<file path="src/logic/mm_defines.svh">
// shared constants for the bus core; bases must sit on region-size boundaries
// MM_ROM_BANK must equal MM_SRAM_AW+1, MM_SRAM_WAIT must be at least 1
`ifndef MM_DEFINES_SVH
`define MM_DEFINES_SVH

// ------------------------------
// address map (byte addresses)
// ------------------------------
`define MM_CHIP_BASE    24'h000000  // 512K chip ram
`define MM_ROM_BASE     24'hF80000  // 512K kickstart
`define MM_CIA_BASE     24'hBF0000  // cia-a window
`define MM_RTC_BASE     24'hDC0000  // battery clock window

// ------------------------------
// external sram
// ------------------------------
`define MM_SRAM_AW      19          // word address bits per bank
`define MM_ROM_BANK     20          // upper sram address bit, 1 = rom bank
`define MM_SRAM_WAIT    2           // wait states per access

// ------------------------------
// system control
// ------------------------------
`define MM_RESET_FRAMES 4           // sof pulses in the reset stretch
`define MM_LED_DIM_LEN  16          // led period in hsync pulses

`endif

</file>
<file path="src/logic/mm_pkg.sv">
// bus, pin and decode types shared by all blocks
// request layout follows wishbone classic with a 16-bit data path
`include "mm_defines.svh"

package mm_pkg;

	// master request, held steady until ack
	typedef struct packed {
		logic        cyc;
		logic        stb;
		logic        we;
		logic [1:0]  sel;    // [1] upper byte, [0] lower byte
		logic [23:1] adr;    // word address
		logic [15:0] dat;
	} wb_req_t;

	typedef struct packed {
		logic        ack;    // one cycle
		logic [15:0] dat;    // zero unless ack
	} wb_rsp_t;

	// sram control pins, data travels on separate ports
	typedef struct packed {
		logic [`MM_SRAM_AW+1:1] adr;  // top bit is the bank
		logic                   bhe_n;
		logic                   ble_n;
		logic                   we_n;
		logic                   oe_n;
	} sram_pins_t;

	// one-hot region select, all zero when no request
	typedef struct packed {
		logic chip;
		logic rom;
		logic cia;
		logic rtc;
		logic none;
	} region_t;

	// cpu word address, raw or split for cia register access
	typedef union packed {
		logic [23:1] raw;
		struct packed {
			logic [23:12] hi;
			logic [11:8]  cia_rs;  // cia register select
			logic [7:1]   lo;
		} f;
	} cpu_addr_u;

endpackage

</file>
<file path="src/logic/mm_bus_decode.sv">
// region decode, boot overlay and sram address forming
// acks rtc and unmapped accesses itself, one cycle, unmapped reads give zero
`timescale 1ns/1ps
`include "mm_defines.svh"

module mm_bus_decode (
	input  logic                   clk,
	input  logic                   rst_n,
	input  mm_pkg::wb_req_t        wb_req,
	input  logic                   ovl,
	input  logic [63:0]            rtc,
	output mm_pkg::region_t        region,
	output logic [`MM_SRAM_AW+1:1] sram_adr,
	output logic                   rom_wp,
	output mm_pkg::wb_rsp_t        rsp
);
	import mm_pkg::*;

	localparam logic [23:0] chip_base = `MM_CHIP_BASE;
	localparam logic [23:0] rom_base  = `MM_ROM_BASE;
	localparam logic [23:0] cia_base  = `MM_CIA_BASE;
	localparam logic [23:0] rtc_base  = `MM_RTC_BASE;

	cpu_addr_u            a;
	logic                 req;
	logic                 hit_chip, hit_rom, hit_cia, hit_rtc;
	logic                 bank;
	logic [`MM_SRAM_AW:1] ofs;
	logic                 ack_q;
	logic [3:0]           nib_q;

	assign a   = wb_req.adr;
	assign req = wb_req.cyc & wb_req.stb;

	// ------------------------------
	// region compare
	// ------------------------------
	assign hit_chip = a.raw[23:19] == chip_base[23:19];  // 512K
	assign hit_rom  = a.raw[23:19] == rom_base[23:19];   // 512K
	assign hit_cia  = a.raw[23:16] == cia_base[23:16];
	assign hit_rtc  = a.raw[23:16] == rtc_base[23:16];

	always_comb begin
		region.chip = req & hit_chip;
		region.rom  = req & hit_rom;
		region.cia  = req & hit_cia;
		region.rtc  = req & hit_rtc;
		region.none = req & ~(hit_chip | hit_rom | hit_cia | hit_rtc);
	end

	// overlay: chip reads go to the rom bank, writes still land in chip ram
	assign bank = hit_rom | (hit_chip & ovl & ~wb_req.we);

	// rom offset counted from its base so 0xf80000 hits bank word 0
	assign ofs = hit_rom ? a.raw[`MM_SRAM_AW:1] ^ rom_base[`MM_SRAM_AW:1]
		: a.raw[`MM_SRAM_AW:1];

	always_comb begin
		sram_adr = {1'b0, ofs};
		sram_adr[`MM_ROM_BANK] = bank;
	end

	assign rom_wp = region.rom & wb_req.we;  // kickstart is read only

	// ------------------------------
	// rtc / unmapped responder
	// ------------------------------
	always_ff @(posedge clk or negedge rst_n) begin
		if (!rst_n)
			ack_q <= 1'b0;
		else
			ack_q <= (region.rtc | region.none) & ~ack_q;  // no re-ack on held stb
	end

	// nibble picked by address bits 5:2
	always_ff @(posedge clk) begin
		if (region.rtc && !wb_req.we)
			nib_q <= rtc[{a.f.lo[5:2], 2'b00} +: 4];
		else
			nib_q <= 4'h0;
	end

	always_comb begin
		rsp.ack = ack_q;
		rsp.dat = {12'h000, nib_q & {4{ack_q}}};
	end

endmodule

</file>
<file path="src/logic/mm_sram_bridge.sv">
// fixed latency cycle generator for one asynchronous 16-bit sram
// ack lands 1+MM_SRAM_WAIT edges after the request, read data sampled on that edge
`timescale 1ns/1ps
`include "mm_defines.svh"

module mm_sram_bridge (
	input  logic                   clk,
	input  logic                   rst_n,
	input  mm_pkg::wb_req_t        wb_req,
	input  logic                   sel_mem,
	input  logic                   rom_wp,
	input  logic [`MM_SRAM_AW+1:1] sram_adr,
	output mm_pkg::sram_pins_t     sram_pins,
	output logic [15:0]            sram_dq_out,
	input  logic [15:0]            sram_dq_in,
	output mm_pkg::wb_rsp_t        rsp
);
	import mm_pkg::*;

	localparam int cnt_w = $clog2(`MM_SRAM_WAIT + 1);

	typedef enum logic {
		st_idle,
		st_access
	} state_t;

	state_t           state;
	logic [cnt_w-1:0] cnt;
	logic             ack_q;
	logic [15:0]      rdat_q;
	logic             start;

	// new access only once the previous ack has gone
	assign start = sel_mem & ~ack_q;

	// ------------------------------
	// cycle fsm and pins
	// ------------------------------
	always_ff @(posedge clk or negedge rst_n) begin
		if (!rst_n) begin
			state           <= st_idle;
			cnt             <= '0;
			ack_q           <= 1'b0;
			sram_pins.adr   <= '0;
			sram_pins.bhe_n <= 1'b1;
			sram_pins.ble_n <= 1'b1;
			sram_pins.we_n  <= 1'b1;
			sram_pins.oe_n  <= 1'b1;
		end else begin
			ack_q <= 1'b0;
			case (state)
				st_idle: begin
					if (start) begin
						state           <= st_access;
						cnt             <= cnt_w'(`MM_SRAM_WAIT);
						sram_pins.adr   <= sram_adr;
						sram_pins.bhe_n <= ~wb_req.sel[1];
						sram_pins.ble_n <= ~wb_req.sel[0];
						sram_pins.oe_n  <= wb_req.we;
						sram_pins.we_n  <= ~(wb_req.we & ~rom_wp);  // rom write swallowed
					end
				end
				st_access: begin
					cnt <= cnt - 1'b1;
					if (cnt == cnt_w'(1) || !sel_mem) begin
						state           <= st_idle;
						ack_q           <= sel_mem;  // dropped cycle gets no ack
						sram_pins.bhe_n <= 1'b1;
						sram_pins.ble_n <= 1'b1;
						sram_pins.we_n  <= 1'b1;
						sram_pins.oe_n  <= 1'b1;
					end
				end
				default: state <= st_idle;
			endcase
		end
	end

	// write data is held for the whole access
	always_ff @(posedge clk) begin
		if (state == st_idle && start)
			sram_dq_out <= wb_req.dat;
	end

	// read sample on the ack edge, oe_n still low here
	always_ff @(posedge clk) begin
		if (state == st_access && cnt == cnt_w'(1))
			rdat_q <= wb_req.we ? 16'h0000 : sram_dq_in;
	end

	always_comb begin
		rsp.ack = ack_q;
		rsp.dat = ack_q ? rdat_q : 16'h0000;
	end

endmodule

</file>
<file path="src/logic/mm_cia_lite.sv">
// reduced cia-a on the low byte lane: port a, ddra, tod event counter, icr with flag
// no timers, no serial port, no alarm; clr returns ddra, latch and mask to reset values
`timescale 1ns/1ps

module mm_cia_lite (
	input  logic            clk,
	input  logic            rst_n,
	input  logic            clr,
	input  logic            sel,
	input  mm_pkg::wb_req_t wb_req,
	input  logic [1:0]      fire_n,
	input  logic            flag_n,
	input  logic            tick,
	output mm_pkg::wb_rsp_t rsp,
	output logic            ovl,
	output logic            led_n,
	output logic            irq
);
	import mm_pkg::*;

	cpu_addr_u   a;
	logic [3:0]  rs;
	logic        acc, rd, wr;
	logic        ack_q;
	logic [7:0]  dat_q, rd_mux;
	logic [1:0]  pra_q;           // output latch, bits 1:0 only
	logic [7:0]  ddra_q;
	logic [1:0]  pa_out;
	logic [23:0] tod_cnt, tod_hold, tod_view;
	logic        tod_lat;
	logic        tick_q, flag_q;
	logic        flag_f;
	logic [4:0]  mask_q, flags;

	assign a   = wb_req.adr;
	assign rs  = a.f.cia_rs;
	assign acc = sel & ~ack_q;
	assign rd  = acc & ~wb_req.we;
	assign wr  = acc & wb_req.we & wb_req.sel[0];

	assign pa_out   = pra_q | ~ddra_q[1:0];  // inputs float high
	assign ovl      = pa_out[0];
	assign led_n    = pa_out[1];
	assign flags    = {flag_f, 4'b0000};     // only the flag source exists
	assign irq      = |(flags & mask_q);
	assign tod_view = tod_lat ? tod_hold : tod_cnt;

	// ------------------------------
	// register file
	// ------------------------------
	always_ff @(posedge clk or negedge rst_n) begin
		if (!rst_n) begin
			ack_q  <= 1'b0;
			pra_q  <= 2'b00;
			ddra_q <= 8'h00;
			mask_q <= 5'h00;
			flag_f <= 1'b0;
			flag_q <= 1'b1;
		end else if (clr) begin
			ack_q  <= 1'b0;
			pra_q  <= 2'b00;
			ddra_q <= 8'h00;   // all inputs, so ovl reads 1
			mask_q <= 5'h00;
			flag_f <= 1'b0;
			flag_q <= flag_n;
		end else begin
			ack_q  <= acc;
			flag_q <= flag_n;
			if (wr && rs == 4'h0)
				pra_q <= wb_req.dat[1:0];
			if (wr && rs == 4'h2)
				ddra_q <= wb_req.dat[7:0];
			if (wr && rs == 4'hd) begin
				if (wb_req.dat[7])
					mask_q <= mask_q | wb_req.dat[4:0];   // set
				else
					mask_q <= mask_q & ~wb_req.dat[4:0];  // clear
			end
			if (rd && rs == 4'hd)
				flag_f <= 1'b0;                          // read clears
			if (flag_q && !flag_n)
				flag_f <= 1'b1;                          // new edge wins
		end
	end

	// ------------------------------
	// time of day
	// ------------------------------
	always_ff @(posedge clk or negedge rst_n) begin
		if (!rst_n) begin
			tod_cnt <= 24'h000000;
			tod_lat <= 1'b0;
			tick_q  <= 1'b0;
		end else begin
			tick_q <= tick;
			if (tick && !tick_q)
				tod_cnt <= tod_cnt + 24'd1;
			if (rd && rs == 4'ha)
				tod_lat <= 1'b1;   // high byte freezes the view
			else if (rd && rs == 4'h8)
				tod_lat <= 1'b0;   // low byte releases it
		end
	end

	always_ff @(posedge clk) begin
		if (rd && rs == 4'ha && !tod_lat)
			tod_hold <= tod_cnt;
	end

	// read path, registered with ack
	always_comb begin
		case (rs)
			4'h0:    rd_mux = {fire_n, 4'hf, pa_out};
			4'h2:    rd_mux = ddra_q;
			4'h8:    rd_mux = tod_view[7:0];
			4'h9:    rd_mux = tod_view[15:8];
			4'ha:    rd_mux = tod_view[23:16];
			4'hd:    rd_mux = {irq, 2'b00, flags};
			default: rd_mux = 8'h00;
		endcase
	end

	always_ff @(posedge clk) begin
		dat_q <= rd ? rd_mux : 8'h00;
	end

	always_comb begin
		rsp.ack = ack_q;
		rsp.dat = ack_q ? {8'h00, dat_q} : 16'h0000;  // high byte unused
	end

endmodule

</file>
<file path="src/logic/mm_sysctl.sv">
// reset stretch counted in frames, and the dimmed power led
// sof and hsync_n are expected synchronous to clk
`timescale 1ns/1ps
`include "mm_defines.svh"

module mm_sysctl (
	input  logic clk,
	input  logic rst_n,
	input  logic usr_rst,
	input  logic sof,
	input  logic hsync_n,
	input  logic led_n,
	output logic sys_reset,
	output logic pwr_led
);
	localparam int frm_w = $clog2(`MM_RESET_FRAMES + 1);
	localparam int led_w = $clog2(`MM_LED_DIM_LEN);

	logic             sof_q, hs_q;
	logic             sof_rise, hs_rise;
	logic [frm_w-1:0] frm_cnt;
	logic [led_w-1:0] led_cnt;
	logic             led_dim;

	assign sof_rise = sof & ~sof_q;
	assign hs_rise  = hsync_n & ~hs_q;

	// ------------------------------
	// reset stretcher
	// ------------------------------
	always_ff @(posedge clk or negedge rst_n) begin
		if (!rst_n) begin
			sys_reset <= 1'b1;
			frm_cnt   <= '0;
			sof_q     <= 1'b0;
		end else begin
			sof_q <= sof;
			if (usr_rst) begin
				sys_reset <= 1'b1;   // restart the stretch
				frm_cnt   <= '0;
			end else if (sys_reset && sof_rise) begin
				if (frm_cnt == frm_w'(`MM_RESET_FRAMES - 1))
					sys_reset <= 1'b0;
				frm_cnt <= frm_cnt + 1'b1;
			end
		end
	end

	// ------------------------------
	// power led dimmer
	// ------------------------------
	always_ff @(posedge clk or negedge rst_n) begin
		if (!rst_n) begin
			led_cnt <= '0;
			led_dim <= 1'b0;
			hs_q    <= 1'b1;
		end else begin
			hs_q <= hsync_n;
			if (hs_rise) begin
				led_dim <= led_cnt == '0;  // one line lit per period
				if (led_cnt == led_w'(`MM_LED_DIM_LEN - 1))
					led_cnt <= '0;
				else
					led_cnt <= led_cnt + 1'b1;
			end
		end
	end

	assign pwr_led = ~led_n | led_dim;  // full on when driven low

endmodule

</file>
<file path="src/logic/mm_top.sv">
// bus core top: decode, shared sram, cia-a and system control
// single interrupt source, mapped to level 2 on the cpu ipl lines
`timescale 1ns/1ps
`include "mm_defines.svh"

module mm_top (
	input  logic                   clk,
	input  logic                   rst_n,
	input  logic                   usr_rst,
	input  mm_pkg::wb_req_t        wb_req,
	output mm_pkg::wb_rsp_t        wb_rsp,
	output mm_pkg::sram_pins_t     sram_pins,
	output logic [15:0]            sram_dq_out,
	input  logic [15:0]            sram_dq_in,
	input  logic [1:0]             fire_n,
	input  logic                   flag_n,
	input  logic                   tick,
	input  logic                   hsync_n,
	input  logic                   sof,
	input  logic [63:0]            rtc,
	output logic [2:0]             ipl_n,
	output logic                   cpu_reset_n,
	output logic                   pwr_led
);
	import mm_pkg::*;

	region_t                region;
	wb_rsp_t                dec_rsp, mem_rsp, cia_rsp;
	logic [`MM_SRAM_AW+1:1] sram_adr;
	logic                   rom_wp;
	logic                   ovl, led_n, irq;
	logic                   sys_reset;

	// ------------------------------
	// blocks
	// ------------------------------
	mm_bus_decode u_decode (
		.clk      (clk),
		.rst_n    (rst_n),
		.wb_req   (wb_req),
		.ovl      (ovl),
		.rtc      (rtc),
		.region   (region),
		.sram_adr (sram_adr),
		.rom_wp   (rom_wp),
		.rsp      (dec_rsp)
	);

	mm_sram_bridge u_sram (
		.clk         (clk),
		.rst_n       (rst_n),
		.wb_req      (wb_req),
		.sel_mem     (region.chip | region.rom),
		.rom_wp      (rom_wp),
		.sram_adr    (sram_adr),
		.sram_pins   (sram_pins),
		.sram_dq_out (sram_dq_out),
		.sram_dq_in  (sram_dq_in),
		.rsp         (mem_rsp)
	);

	mm_cia_lite u_ciaa (
		.clk    (clk),
		.rst_n  (rst_n),
		.clr    (sys_reset),   // registers held at defaults during the stretch
		.sel    (region.cia),
		.wb_req (wb_req),
		.fire_n (fire_n),
		.flag_n (flag_n),
		.tick   (tick),
		.rsp    (cia_rsp),
		.ovl    (ovl),
		.led_n  (led_n),
		.irq    (irq)
	);

	mm_sysctl u_sysctl (
		.clk       (clk),
		.rst_n     (rst_n),
		.usr_rst   (usr_rst),
		.sof       (sof),
		.hsync_n   (hsync_n),
		.led_n     (led_n),
		.sys_reset (sys_reset),
		.pwr_led   (pwr_led)
	);

	// responders are zero when idle, so a plain or is enough
	assign wb_rsp.ack = dec_rsp.ack | mem_rsp.ack | cia_rsp.ack;
	assign wb_rsp.dat = dec_rsp.dat | mem_rsp.dat | cia_rsp.dat;

	assign ipl_n       = irq ? 3'b101 : 3'b111;  // level 2
	assign cpu_reset_n = ~sys_reset;

endmodule

</file>
<file path="config.mk">
export PLATFORM = sky130hd
export DESIGN_NAME = mm_top
export DESIGN_NICKNAME = d
export VERILOG_FILES = /design/src/logic/mm_pkg.sv /design/src/logic/mm_bus_decode.sv /design/src/logic/mm_sram_bridge.sv /design/src/logic/mm_cia_lite.sv /design/src/logic/mm_sysctl.sv /design/src/logic/mm_top.sv
export VERILOG_INCLUDE_DIRS = /design/src /design/src/logic
export SDC_FILE = /design/constraint.sdc
export NUM_CORES = 1
export LEC_CHECK = 0
export BUFFER_PORTS_ARGS = -buffer_cell sky130_fd_sc_hd__buf_2
export CAP_MARGIN = 10
export CORE_MARGIN = 5
export CORE_UTILIZATION = 25
export CTS_CLUSTER_DIAMETER = 50
export DETAILED_ROUTE_END_ITERATION = 16
export GPL_TIMING_DRIVEN = 0
export PLACE_DENSITY = 0.44
export SLEW_MARGIN = 10
export SYNTH_ARGS = -nofsm -noshare
export SYNTH_HDL_FRONTEND = slang
export SYNTH_SLANG_ARGS = --single-unit
</file>
<file path="constraint.sdc">
create_clock -name clk -period 4.06 [get_ports clk]
set_input_delay 0.812 -clock clk [delete_from_list [all_inputs] [get_ports clk]]
set_output_delay 0.812 -clock clk [all_outputs]
set_load 0.02 [all_outputs]
</file>
; Word level (Yosys, flattened, before mapping)
; Index checks and enable logic that the tools add are counted.
[totals]
ff_bits = 152
in_bits = 133
out_inout_bits = 62
elab_cells = 166
[classes]
n_addsub = 4
n_eq_ne = 13
n_shift = 1
n_mux = 35
n_bitwise = 51
reduce_logical = 33
[op_table]
columns = op, n
row1 = $shiftx 64x7->4, 1
row2 = $pmux 8 s6, 1
row3 = $add 24x1->24 const B, 1
row4 = $mux 24, 1
row5 = $mux 8, 3
row6 = $eq 4x4->1 const B, 5
row7 = $mux 19, 1
row8 = $and 1x1->1, 18
row9 = $eq 8x8->1 const B, 2
row10 = $mux 16, 1
row11 = $or 16x16->16, 1
row12 = $or 4x16->16, 1
row13 = $mux 5, 3
row14 = $not 1->1, 15
row15 = $logic_and 1x1->1, 13
row16 = $mux 1, 13
row17 = $mux 4, 3
row18 = $reduce_bool 2->1, 6
row19 = $and 5x5->5, 2
row20 = $or 1x1->1, 9
row21 = $logic_not 4->1, 2
row22 = $mux 2, 4
row23 = $pmux 4 s2, 1
row24 = $mux 3, 2
row25 = 22 further kinds, 28

; Depth between registers and ports, before layout
; Gate-level depths: netlist of the first run.
[depth]
ltp_word = 8
ltp_mapped = 7
ltp_nobuf = 6

; Modules after synthesis
; From an unflattened synthesis of the first run, not the netlist that was laid out.
[hier_totals]
hier_cells = 594
area_unflattened_um2 = 7556.0
[modules_own_cells]
columns = mod, instances, cells_each, area_each_um2, seq_area_each_um2
row1 = mm_cia_lite, 1, 277, 3397.0, 1883.1
row2 = mm_sram_bridge, 1, 148, 2422.3, 1666.6
row3 = mm_bus_decode, 1, 104, 1077.3, 105.1
row4 = mm_sysctl, 1, 42, 520.5, 277.8
row5 = mm_top, 1, 23, 138.9, 0.0

; Worst setup path after synthesis of the first run
; OpenSTA, ideal clock, no wires.
[synth_timing]
path_type = in2reg
start = input wb_req[24] in the netlist's numbering
end = register u_ciaa.tod_hold[0], enable pin
setup_time_ns = 0.466
t_arrival_ns = 3.994
required_time_ns = 3.594
slack_ns = -0.400
cell_stages = 4
n_path_buf = 3
path_cell_list = buf_2 buf_1 clkbuf_1 nor4bb_1
[synth_via]
elab_chain_len = 3
[synth_rtl]
columns = item, line_no
row1 = from (decl), mm_top.sv:10  ; input mm_pkg::wb_req_t wb_req,
row2 = $eq 4x4->1, mm_cia_lite.sv:106  ; if (rd && rs == 4'ha && !tod_lat)
row3 = $logic_and 1x1->1 (2 in series), mm_cia_lite.sv:106
row4 = to (signal assigned), mm_cia_lite.sv:107  ; tod_hold <= tod_cnt;
row5 = to (decl), mm_cia_lite.sv:29  ; logic [23:0] tod_cnt, tod_hold, tod_view;
; No other way between the ends.
; A chain may end at the register's enable or synchronous reset.

; Final worst setup path of the first run
[layout_timing]
start = input wb_req[24] in the netlist's numbering
end = register u_ciaa.tod_hold[3], enable pin
; Same word-level chain as after synthesis.

==> impl_metrics.ini, run 1 <==
[outcome]
status = completed

[cts]
clock_latency_ns = 0.43
tritoncts = done
clk_path_buf_depth = 2
cts-resized-gates = 0
h-tree-depth = 4
cts_sinks = 148
numCtsBuffers = 17
cts_hold_buf = 0
cts_setup_buffers = 0
clock_tree.root_cell = clkbuf_16
clk_pin_slew_ns = 0.07

[sta]
clock_skew_ns = 0.0124
finalSetupViolCount = 0
fmax_ghz = 0.340
relSlewSlack = 0.416
hold_violations = 0
min_period_over_period = 0.724
rsz0062_at_grt = false
maxSlewViolCount = 0
fin_ws_ns = 1.12
tightest_slew_ns = 0.874
final.min_clock_period_ns = 2.94

[cells_and_area]
diodes = 0
syn_to_final_growth_pct = 29.3
drive_above_1_share = 0.398
mostFrequentLayoutCell = buf_2
fillers = 2792
finish.net_count = 880
final_cell_mix = buf_2 (192), dfrtp_1 (73), edfxtp_1 (56)
stdcell_area_um2 = 9060

[yosys]
async_reset_ff_frac = 0.541
synth.distinct_cells = 63
synth-edff-count = 56
synth_area_leader_cell = dfrtp_1
synth_seq_cells = 148
synthCells = 532
yosysWarnings = 0
syn_area_per_cell_um2 = 13.2
syn_area_um2 = 7010
ys.flop_type = dfrtp_1
yosys-top-cells-area = dfrtp_1 (26%), edfxtp_1 (24%), mux4_2 (7.4%)
ys_seq_area_frac = 0.561
synth_top_area_share = 0.261

[place]
place_ws_ns = 0.578
gp_congestion = 0.754
dpl_cell_area_um2 = 8490
io_buffers = 186
hpwl_mm = 15.1

[drt]
wl_mm = 19.9
drc_errors = 0
viasPerCell = 4.46
vias = 5046
route.detailed.wl_per_inst_um = 17.6
dr.pass1.iters = 5
drt_iter0_markers = 350
ant_nets = 0

[global_route]
grt_pass1_vias = 5164
overflow = 0
track_usage = 0.124
antenna_found_initial = 0
grt_first_pass_wirelength_mm = 30.3
grt_max_degree = 42

[setup_path]
critPathMaxFanout = 13
crit_path_start_kind = input port
arrival_ns = 3.06
critPathKind = in -> reg
end_kind = flip-flop
required_ns = 4.18

[power_and_ir_drop]
power_frac_comb = 0.146
power_density_nw_per_um2 = 430
p_leak_nw = 3.84
switchingPower_mw = 1.07
clock_power_share = 0.394
peakVddDrop_mv = 0.238
switching_share = 0.274
power.internal_mw = 2.83
seq_power_share = 0.460

[job]
maxCapViolations = 0

[floorplan]
core_um2 = 27700
start_util = 0.253
placementRows = 61
io-pin-count = 195
dieArea_um2 = 31500
die_x_um = 177
die_y_um = 177

[hold_path]
hold_path_class = in -> async
==> synth_stat cells (3+ instances only) <==
library cell / number
nand2b_1: 3
ha_1: 6
nand2_1: 24
nor2_1: 22
a22o_1: 4
o21ai_0: 20
dfxtp_1: 12
nand3_1: 13
xnor2_1: 20
edfxtp_1: 56
o32a_1: 9
mux2_4: 19
a31oi_1: 3
dfstp_2: 7
xor2_1: 5
nor2b_1: 32
dfrtp_1: 73
a211oi_1: 9
a2bb2oi_1: 3
nor3_1: 8
nand4_1: 20
nor4_1: 5
a221oi_1: 3
and2_1: 14
mux2_2: 5
a21oi_1: 14
mux4_2: 23
mux2i_1: 15
nand3b_1: 3
a222oi_1: 4
buf_4: 3
buf_2: 7
inv_1: 14
clkbuf_1: 18
==> final cells by class <==
| type | count | area (µm²) | area share |
|---|---|---|---|
| repair buffers | 189 | 983 | 0.109 |
| clock inverters | 15 | 145 | 0.0160 |
| clock buffers | 17 | 425 | 0.0470 |
| inverters | 14 | 52.6 | 0.00580 |
| well taps | 378 | 473 | 0.0522 |
| plain buffers | 33 | 160 | 0.0177 |
| flip-flops and latches | 148 | 3930 | 0.434 |
| multi-input cells | 338 | 2890 | 0.319 |
==> power groups by stage <==
stage	logic [mW]	registers (mW)	clock network, mW
floorplan	0.296	1.86	0
global placement	0.570	1.82	0
CTS	0.579	1.79	1.58
global route	0.625	1.81	1.64
finish	0.567	1.79	1.54
detailed placement	0.576	1.82	0
==> through the flow <==
stage	instances	power [mW]	util	hold WS [ns]	TNS [ns]
floorplan	533	2.16	-	0.441	0
global placement	1097	2.39	0.304	0.463	-20.21
detailed placement	1100	2.40	0.306	0.462	0
CTS	1132	3.95	0.327	0.397	0
global route	1132	4.08	0.327	0.415	0
finish	1132	3.89	0.327	0.374	0
==> registers in the layout, indices dropped and copies added, names as in the netlist, 8 cells and up <==
| register | flops |
|---|---|
| u_ciaa.tod_cnt | 24 |
| u_ciaa.tod_hold | 24 |
| u_sram.sram_pins | 24 |
| u_sram.rdat_q | 16 |
| u_sram.sram_dq_out | 16 |
| u_ciaa.dat_q | 8 |
| u_ciaa.ddra_q | 8 |
==> layer usage <==
layer,track usage,share of wire
met1,0.168,0.45
met2,0.202,0.49
met3,0.0271,0.044
met4,0.0348,0.013
met5,0,0
==> final timing paths <==
path | from | to | slack (ns) | depth (start not counted)
worst max-delay path | wb_req[24] | u_ciaa.tod_hold[3] | 1.12 | 5
worst max register to register | u_ciaa.ack_q | u_ciaa.tod_hold[3] | 1.32 | 5
worst min register to register | u_ciaa.tod_cnt[16] | u_ciaa.tod_hold[16] | 0.48 | 0
max in group asynchronous | rst_n | u_sysctl.sys_reset | 3.00 | 2
worst min-delay path | rst_n | u_sysctl.led_cnt[0] | 0.37 | 1
min in group clk | u_ciaa.tod_cnt[16] | u_ciaa.tod_hold[16] | 0.48 | 0
==> critical path, cell delays in order <==
cell      delay [ns]
buf_2           0.21
buf_1           0.44
clkbuf_1        0.43
nor4bb_4        0.88
buf_6           0.28
==> cell families after synthesis <==
| family | share of synthesized area |
|---|---|
| DFF | 0.561 |
| xor gates and xnor gates | 0.0312 |
| other | 0.000535 |
| muxes | 0.144 |
| AOI/OAI and AO/OA | 0.0816 |
| adders and majority gates | 0.0107 |
| and+or+nand+nor | 0.140 |
| buffers and inverters | 0.0304 |
Note: power is estimated with default switching activity, not from simulation.
==> inputs of run 2 (changes only) <==
Clock period 4.06 ns to 2.5 ns, I/O delays scaled along.
==> run 2 against run 1 <==
Worst hold slack got worse by 0.32 ns. Global-route usage about the same. Count of clock-buffer cells in the layout increased by 3. Critical path type unchanged. Largest power group unchanged.
==> impl_metrics.ini, run 2 (synthesized netlist as in run 1, its figures left out) <==
[outcome]
status = completed

[sta]
min_period_over_period = 0.950
relSlewSlack = 0.445
finalSetupViolCount = 0
maxSlewViolCount = 0
clock_skew_ns = 0.0106
fmax_ghz = 0.421
final.min_clock_period_ns = 2.38
hold-worst-slack_ns = 0.0540
hold_violations = 0
tightest_slew_ns = 0.833
rsz0062_at_grt = false

[cts]
clk_path_buf_depth = 2
h-tree-depth = 4
clk_pin_slew_ns = 0.07
cts_hold_buf = 0
clock_tree.root_cell = clkbuf_16
cts_sinks = 148
tritoncts = done
numCtsBuffers = 17
clock_latency_ns = 0.42

[floorplan]
core_um2 = 27700
start_util = 0.253
io-pin-count = 195
dieArea_um2 = 31500
die_y_um = 177
placementRows = 61
die_x_um = 177

[power_and_ir_drop]
peakVddDrop_mv = 0.436
p_leak_nw = 3.86
power_density_nw_per_um2 = 712

[setup_path]
critPathMaxStageDelay_ns = 0.72
arrival_ns = 2.42
crit_path_start_kind = input port
path_buf_inv = 1
crit_start = wb_req[35]
cp_cell_sequence = buf_2, or4_4, o22ai_4, nand3_1, nor3_4
required_ns = 2.55
critPathKind = in -> reg
crit_family = simple AND/OR/NAND/NOR gates
critPathMaxFanout = 16
timing.rr.start = u_ciaa.ack_q
critPathSlowestCell = nor3_4
end_kind = flip-flop

[cells_and_area]
stdcell_count = 1134
post-route-util = 0.329
regArea_um2 = 3930
fillers = 2813
syn_to_final_growth_pct = 30.1
final_cell_mix = buf_2 (193), dfrtp_1 (73), edfxtp_1 (56)
mostFrequentLayoutCell = buf_2
multi_input_area_um2 = 2890
finish.net_count = 881
reg_top3 = u_ciaa.tod_cnt x24, u_ciaa.tod_hold x24, u_sram.sram_pins x24
drive_above_1_share = 0.400

[place]
hpwl_mm = 15.1
gp_congestion = 0.734
io_buffers = 186
dp.cells = 1100

[drt]
viasPerCell = 4.45
ant_nets = 0
dr.pass1.iters = 4
route.detailed.wl_per_inst_um = 17.5
vias = 5049
drc_errors = 0
wl_mm = 19.9
drt_iter0_markers = 374

[global_route]
grt_pass1_vias = 5254
antenna_found_initial = 0
grt_first_pass_wirelength_mm = 30.3
grt_max_degree = 44
overflow = 0
track_usage = 0.124

[job]
maxCapViolations = 0

[hold_path]
hold_path_class = in -> async
[run 2: repair_timing]
item / CTS / global route
pin swaps: 1 / 1
buffers inserted: 1 / 0
endpoints found under the setup margin: 18 / 14
resized for setup: 0 / 2
[run 2: worst paths after layout]
path,slack [ns],cells after the start,to
setup reg to reg,0.27,6,u_ciaa.tod_hold[6]
hold / removal,0.05,1,u_sysctl.led_cnt[1]
max in group asynchronous,1.74,2,u_sysctl.sys_reset
setup / recovery,0.12,5,u_sram.sram_dq_out[7]
hold reg to reg,0.49,0,u_ciaa.tod_hold[16]
min in group clk,0.18,1,u_sysctl.hs_q
[run 2: per-layer routing]
metal / vias up / global-route usage / wire length (µm)
li1: 2423 / - / -
met1: 2484 / 0.168 / 9000
met2: 124 / 0.200 / 9600
met3: 18 / 0.0315 / 1000
met4: 0 / 0.0319 / 249
met5: - / 0 / 0
[run 2: area by class of cell]
type,count,share of cell area
multi-input cells,338,0.317
diodes,1,0.000274
flip-flops and latches,148,0.431
clock buffers,20,0.0502
repair buffers,190,0.109
clock inverters,12,0.0166
inverters,14,0.00576
plain buffers,33,0.0180
well taps,378,0.0519
[run 2: stage by stage]
| stage | worst slack [ns] | power (mW) | instance area, µm² | TNS, ns |
|---|---|---|---|---|
| 6_report | 0.124 | 6.49 | 9120 | 0 |
| 5_1_grt | 0.0225 | 6.79 | 9110 | 0 |
| 4_1_cts | 0.0522 | 6.57 | 9110 | 0 |
| 3_5_place_dp | -0.402 | 3.89 | 8500 | -11.86 |
| 3_3_place_gp | -0.853 | 3.89 | 8440 | -25.63 |
| 2_1_floorplan | -0.0567 | 3.50 | 7040 | -1.36 |
[run 2: power breakdown]
group	leakage, nW	internal [mW]	switching, mW
Clock	0.292	1.63	1.03
Combinational	1.89	0.467	0.457
Sequential	1.67	2.73	0.175
Total	3.86	4.83	1.66
[run 2: worst register-to-register path, delay by kind of cell (launching register included)]
kind,cells,cell delay [ns]
buffers and inverters,3,0.62
and+or+nand+nor,3,0.94
DFF,1,0.37
==> inputs of run 3 (changes only) <==
Settings changed: PLACE_DENSITY 0.44 to 0.42.
Clock period 2.5 ns to 2.8 ns, I/O delays scaled along.
==> run 3 against run 2 <==
Combinational power is 9.7% lower. Final area is 0.27% lower. Largest power group unchanged. Highest routed layer unchanged. Setup slack better by 0.17 ns. Flip-flop and latch count stayed put. Non-clock buffer count is 1 higher. Sequential share of layout area is 0.12 points higher. Die area stayed put. Utilization is 0.090 points lower. Total power is 12% lower. Critical endpoint is now wb_rsp[1].
==> impl_metrics.ini, run 3 (synthesized netlist as in run 1, its figures left out) <==
[floorplan]
die_y_um = 177
die_x_um = 177
start_util = 0.253
placementRows = 61
core_um2 = 27700
io-pin-count = 195
dieArea_um2 = 31500

[drt]
dr.pass1.iters = 4
viasPerCell = 4.55
route.detailed.wl_per_inst_um = 17.8
vias = 5159
drc_errors = 0
ant_nets = 0
drt_iter0_markers = 309
wl_mm = 20.2

[power_and_ir_drop]
power_density_nw_per_um2 = 631
clock_power_share = 0.401
switchingPower_mw = 1.49
power_frac_comb = 0.145
power.internal_mw = 4.25
peakVddDrop_mv = 0.400
switching_share = 0.260
seq_power_share = 0.453
p_leak_nw = 3.84

[cells_and_area]
mostFrequentLayoutCell = buf_2
fillers = 2775
multi_input_area_um2 = 2890
regArea_um2 = 3930
stdcell_area_um2 = 9090
drive_above_1_share = 0.397
syn_to_final_growth_pct = 29.8
final_cell_mix = buf_2 (192), dfrtp_1 (73), edfxtp_1 (56)
reg_top3 = u_ciaa.tod_cnt x24, u_ciaa.tod_hold x24, u_sram.sram_pins x24
diodes = 0
finish.net_count = 882
stdcell_count = 1134

[setup_path]
ff2ff_setup_slack_ns = 0.43
crit_path_start_kind = flip-flop
critPathMaxFanout = 10
critPathKind = reg -> out
arrival_ns = 1.94
required_ns = 2.24
end_kind = primary output
worst_r2r_path_depth = 6

[cts]
clock_tree.root_cell = clkbuf_16
tritoncts = done
cts_hold_buf = 0
clock_latency_ns = 0.42
numCtsBuffers = 17
clk_pin_slew_ns = 0.06
cts_sinks = 148
h-tree-depth = 4
clk_path_buf_depth = 2

[global_route]
overflow = 0
grt_max_degree = 42
grt_first_pass_wirelength_mm = 30.8
antenna_found_initial = 0
track_usage = 0.125
grt_pass1_vias = 5468

[sta]
relSlewSlack = 0.431
rsz0062_at_grt = false
final.min_clock_period_ns = 2.50
clock_skew_ns = 0.00913
min_period_over_period = 0.894
maxSlewViolCount = 0
finalSetupViolCount = 0
hold-worst-slack_ns = 0.141
hold_violations = 0
tightest_slew_ns = 0.854
fmax_ghz = 0.399

[place]
dpl_cell_area_um2 = 8480
io_buffers = 186
hpwl_mm = 15.5
gp_congestion = 0.794
dp.cells = 1100

[job]
maxCapViolations = 0

[hold_path]
hold_path_class = in -> async

[outcome]
status = completed
## run 3: final cells by class
cell class	count	share of cell area
multi-input cells	338	0.318
plain buffers	33	0.0176
well taps	378	0.0520
flip-flops and latches	148	0.433
repair buffers	191	0.109
inverters	14	0.00578
clock buffers	17	0.0468
clock inverters	15	0.0182
## run 3: power by group through the flow
stage	Combinational, mW	Clock (mW)	Sequential [mW]
final	0.834	2.30	2.60
after global routing	0.913	2.46	2.63
after CTS	0.846	2.36	2.60
after detailed placement	0.842	0	2.64
after global placement	0.818	0	2.63
after floorplan	0.429	0	2.70
## run 3: through the flow
step	setup TNS, ns	total power [mW]	worst slack [ns]	utilization
after global placement	-22.28	3.45	-0.705	0.304
final	0	5.74	0.296	0.328
after detailed placement	-9.70	3.48	-0.379	0.306
after CTS	0	5.81	0.0642	0.327
after floorplan	0	3.13	0.0993	-
after global routing	0	6.01	0.166	0.328
## run 3: path summary, 6_finish.rpt
kind,from,to
worst max-delay path,u_sram.ack_q,wb_rsp[1]
worst min-delay path,rst_n,u_sysctl.led_cnt[2]
worst max register to register,u_ciaa.ack_q,u_ciaa.tod_hold[3]
worst min register to register,u_ciaa.tod_cnt[16],u_ciaa.tod_hold[16]
max in group asynchronous,rst_n,u_sysctl.sys_reset
min in group clk,hsync_n,u_sysctl.hs_q
## run 3: critical path, cell delays in order, from the launching register on
cell and delay (ns):
dfrtp_1 0.32, clkbuf_1 0.27, clkbuf_1 0.46, a222oi_1 0.22
inv_1 0.10, buf_2 0.16
## run 3: routing by layer
layer | GRT usage | wire length (µm) | up-vias | part of all wire
li1 | - | - | 2423 | -
met1 | 0.163 | 8950 | 2583 | 0.44
met2 | 0.210 | 10000 | 137 | 0.50
met3 | 0.0334 | 1040 | 16 | 0.052
met4 | 0.0264 | 181 | 0 | 0.0090
met5 | 0 | 0 | - | 0
## run 3: what timing repair did
item / 4_1_cts / 5_1_grt
resized for setup: 0 / 0
endpoints found under the setup margin: 0 / 10
setup buffers: 0 / 2
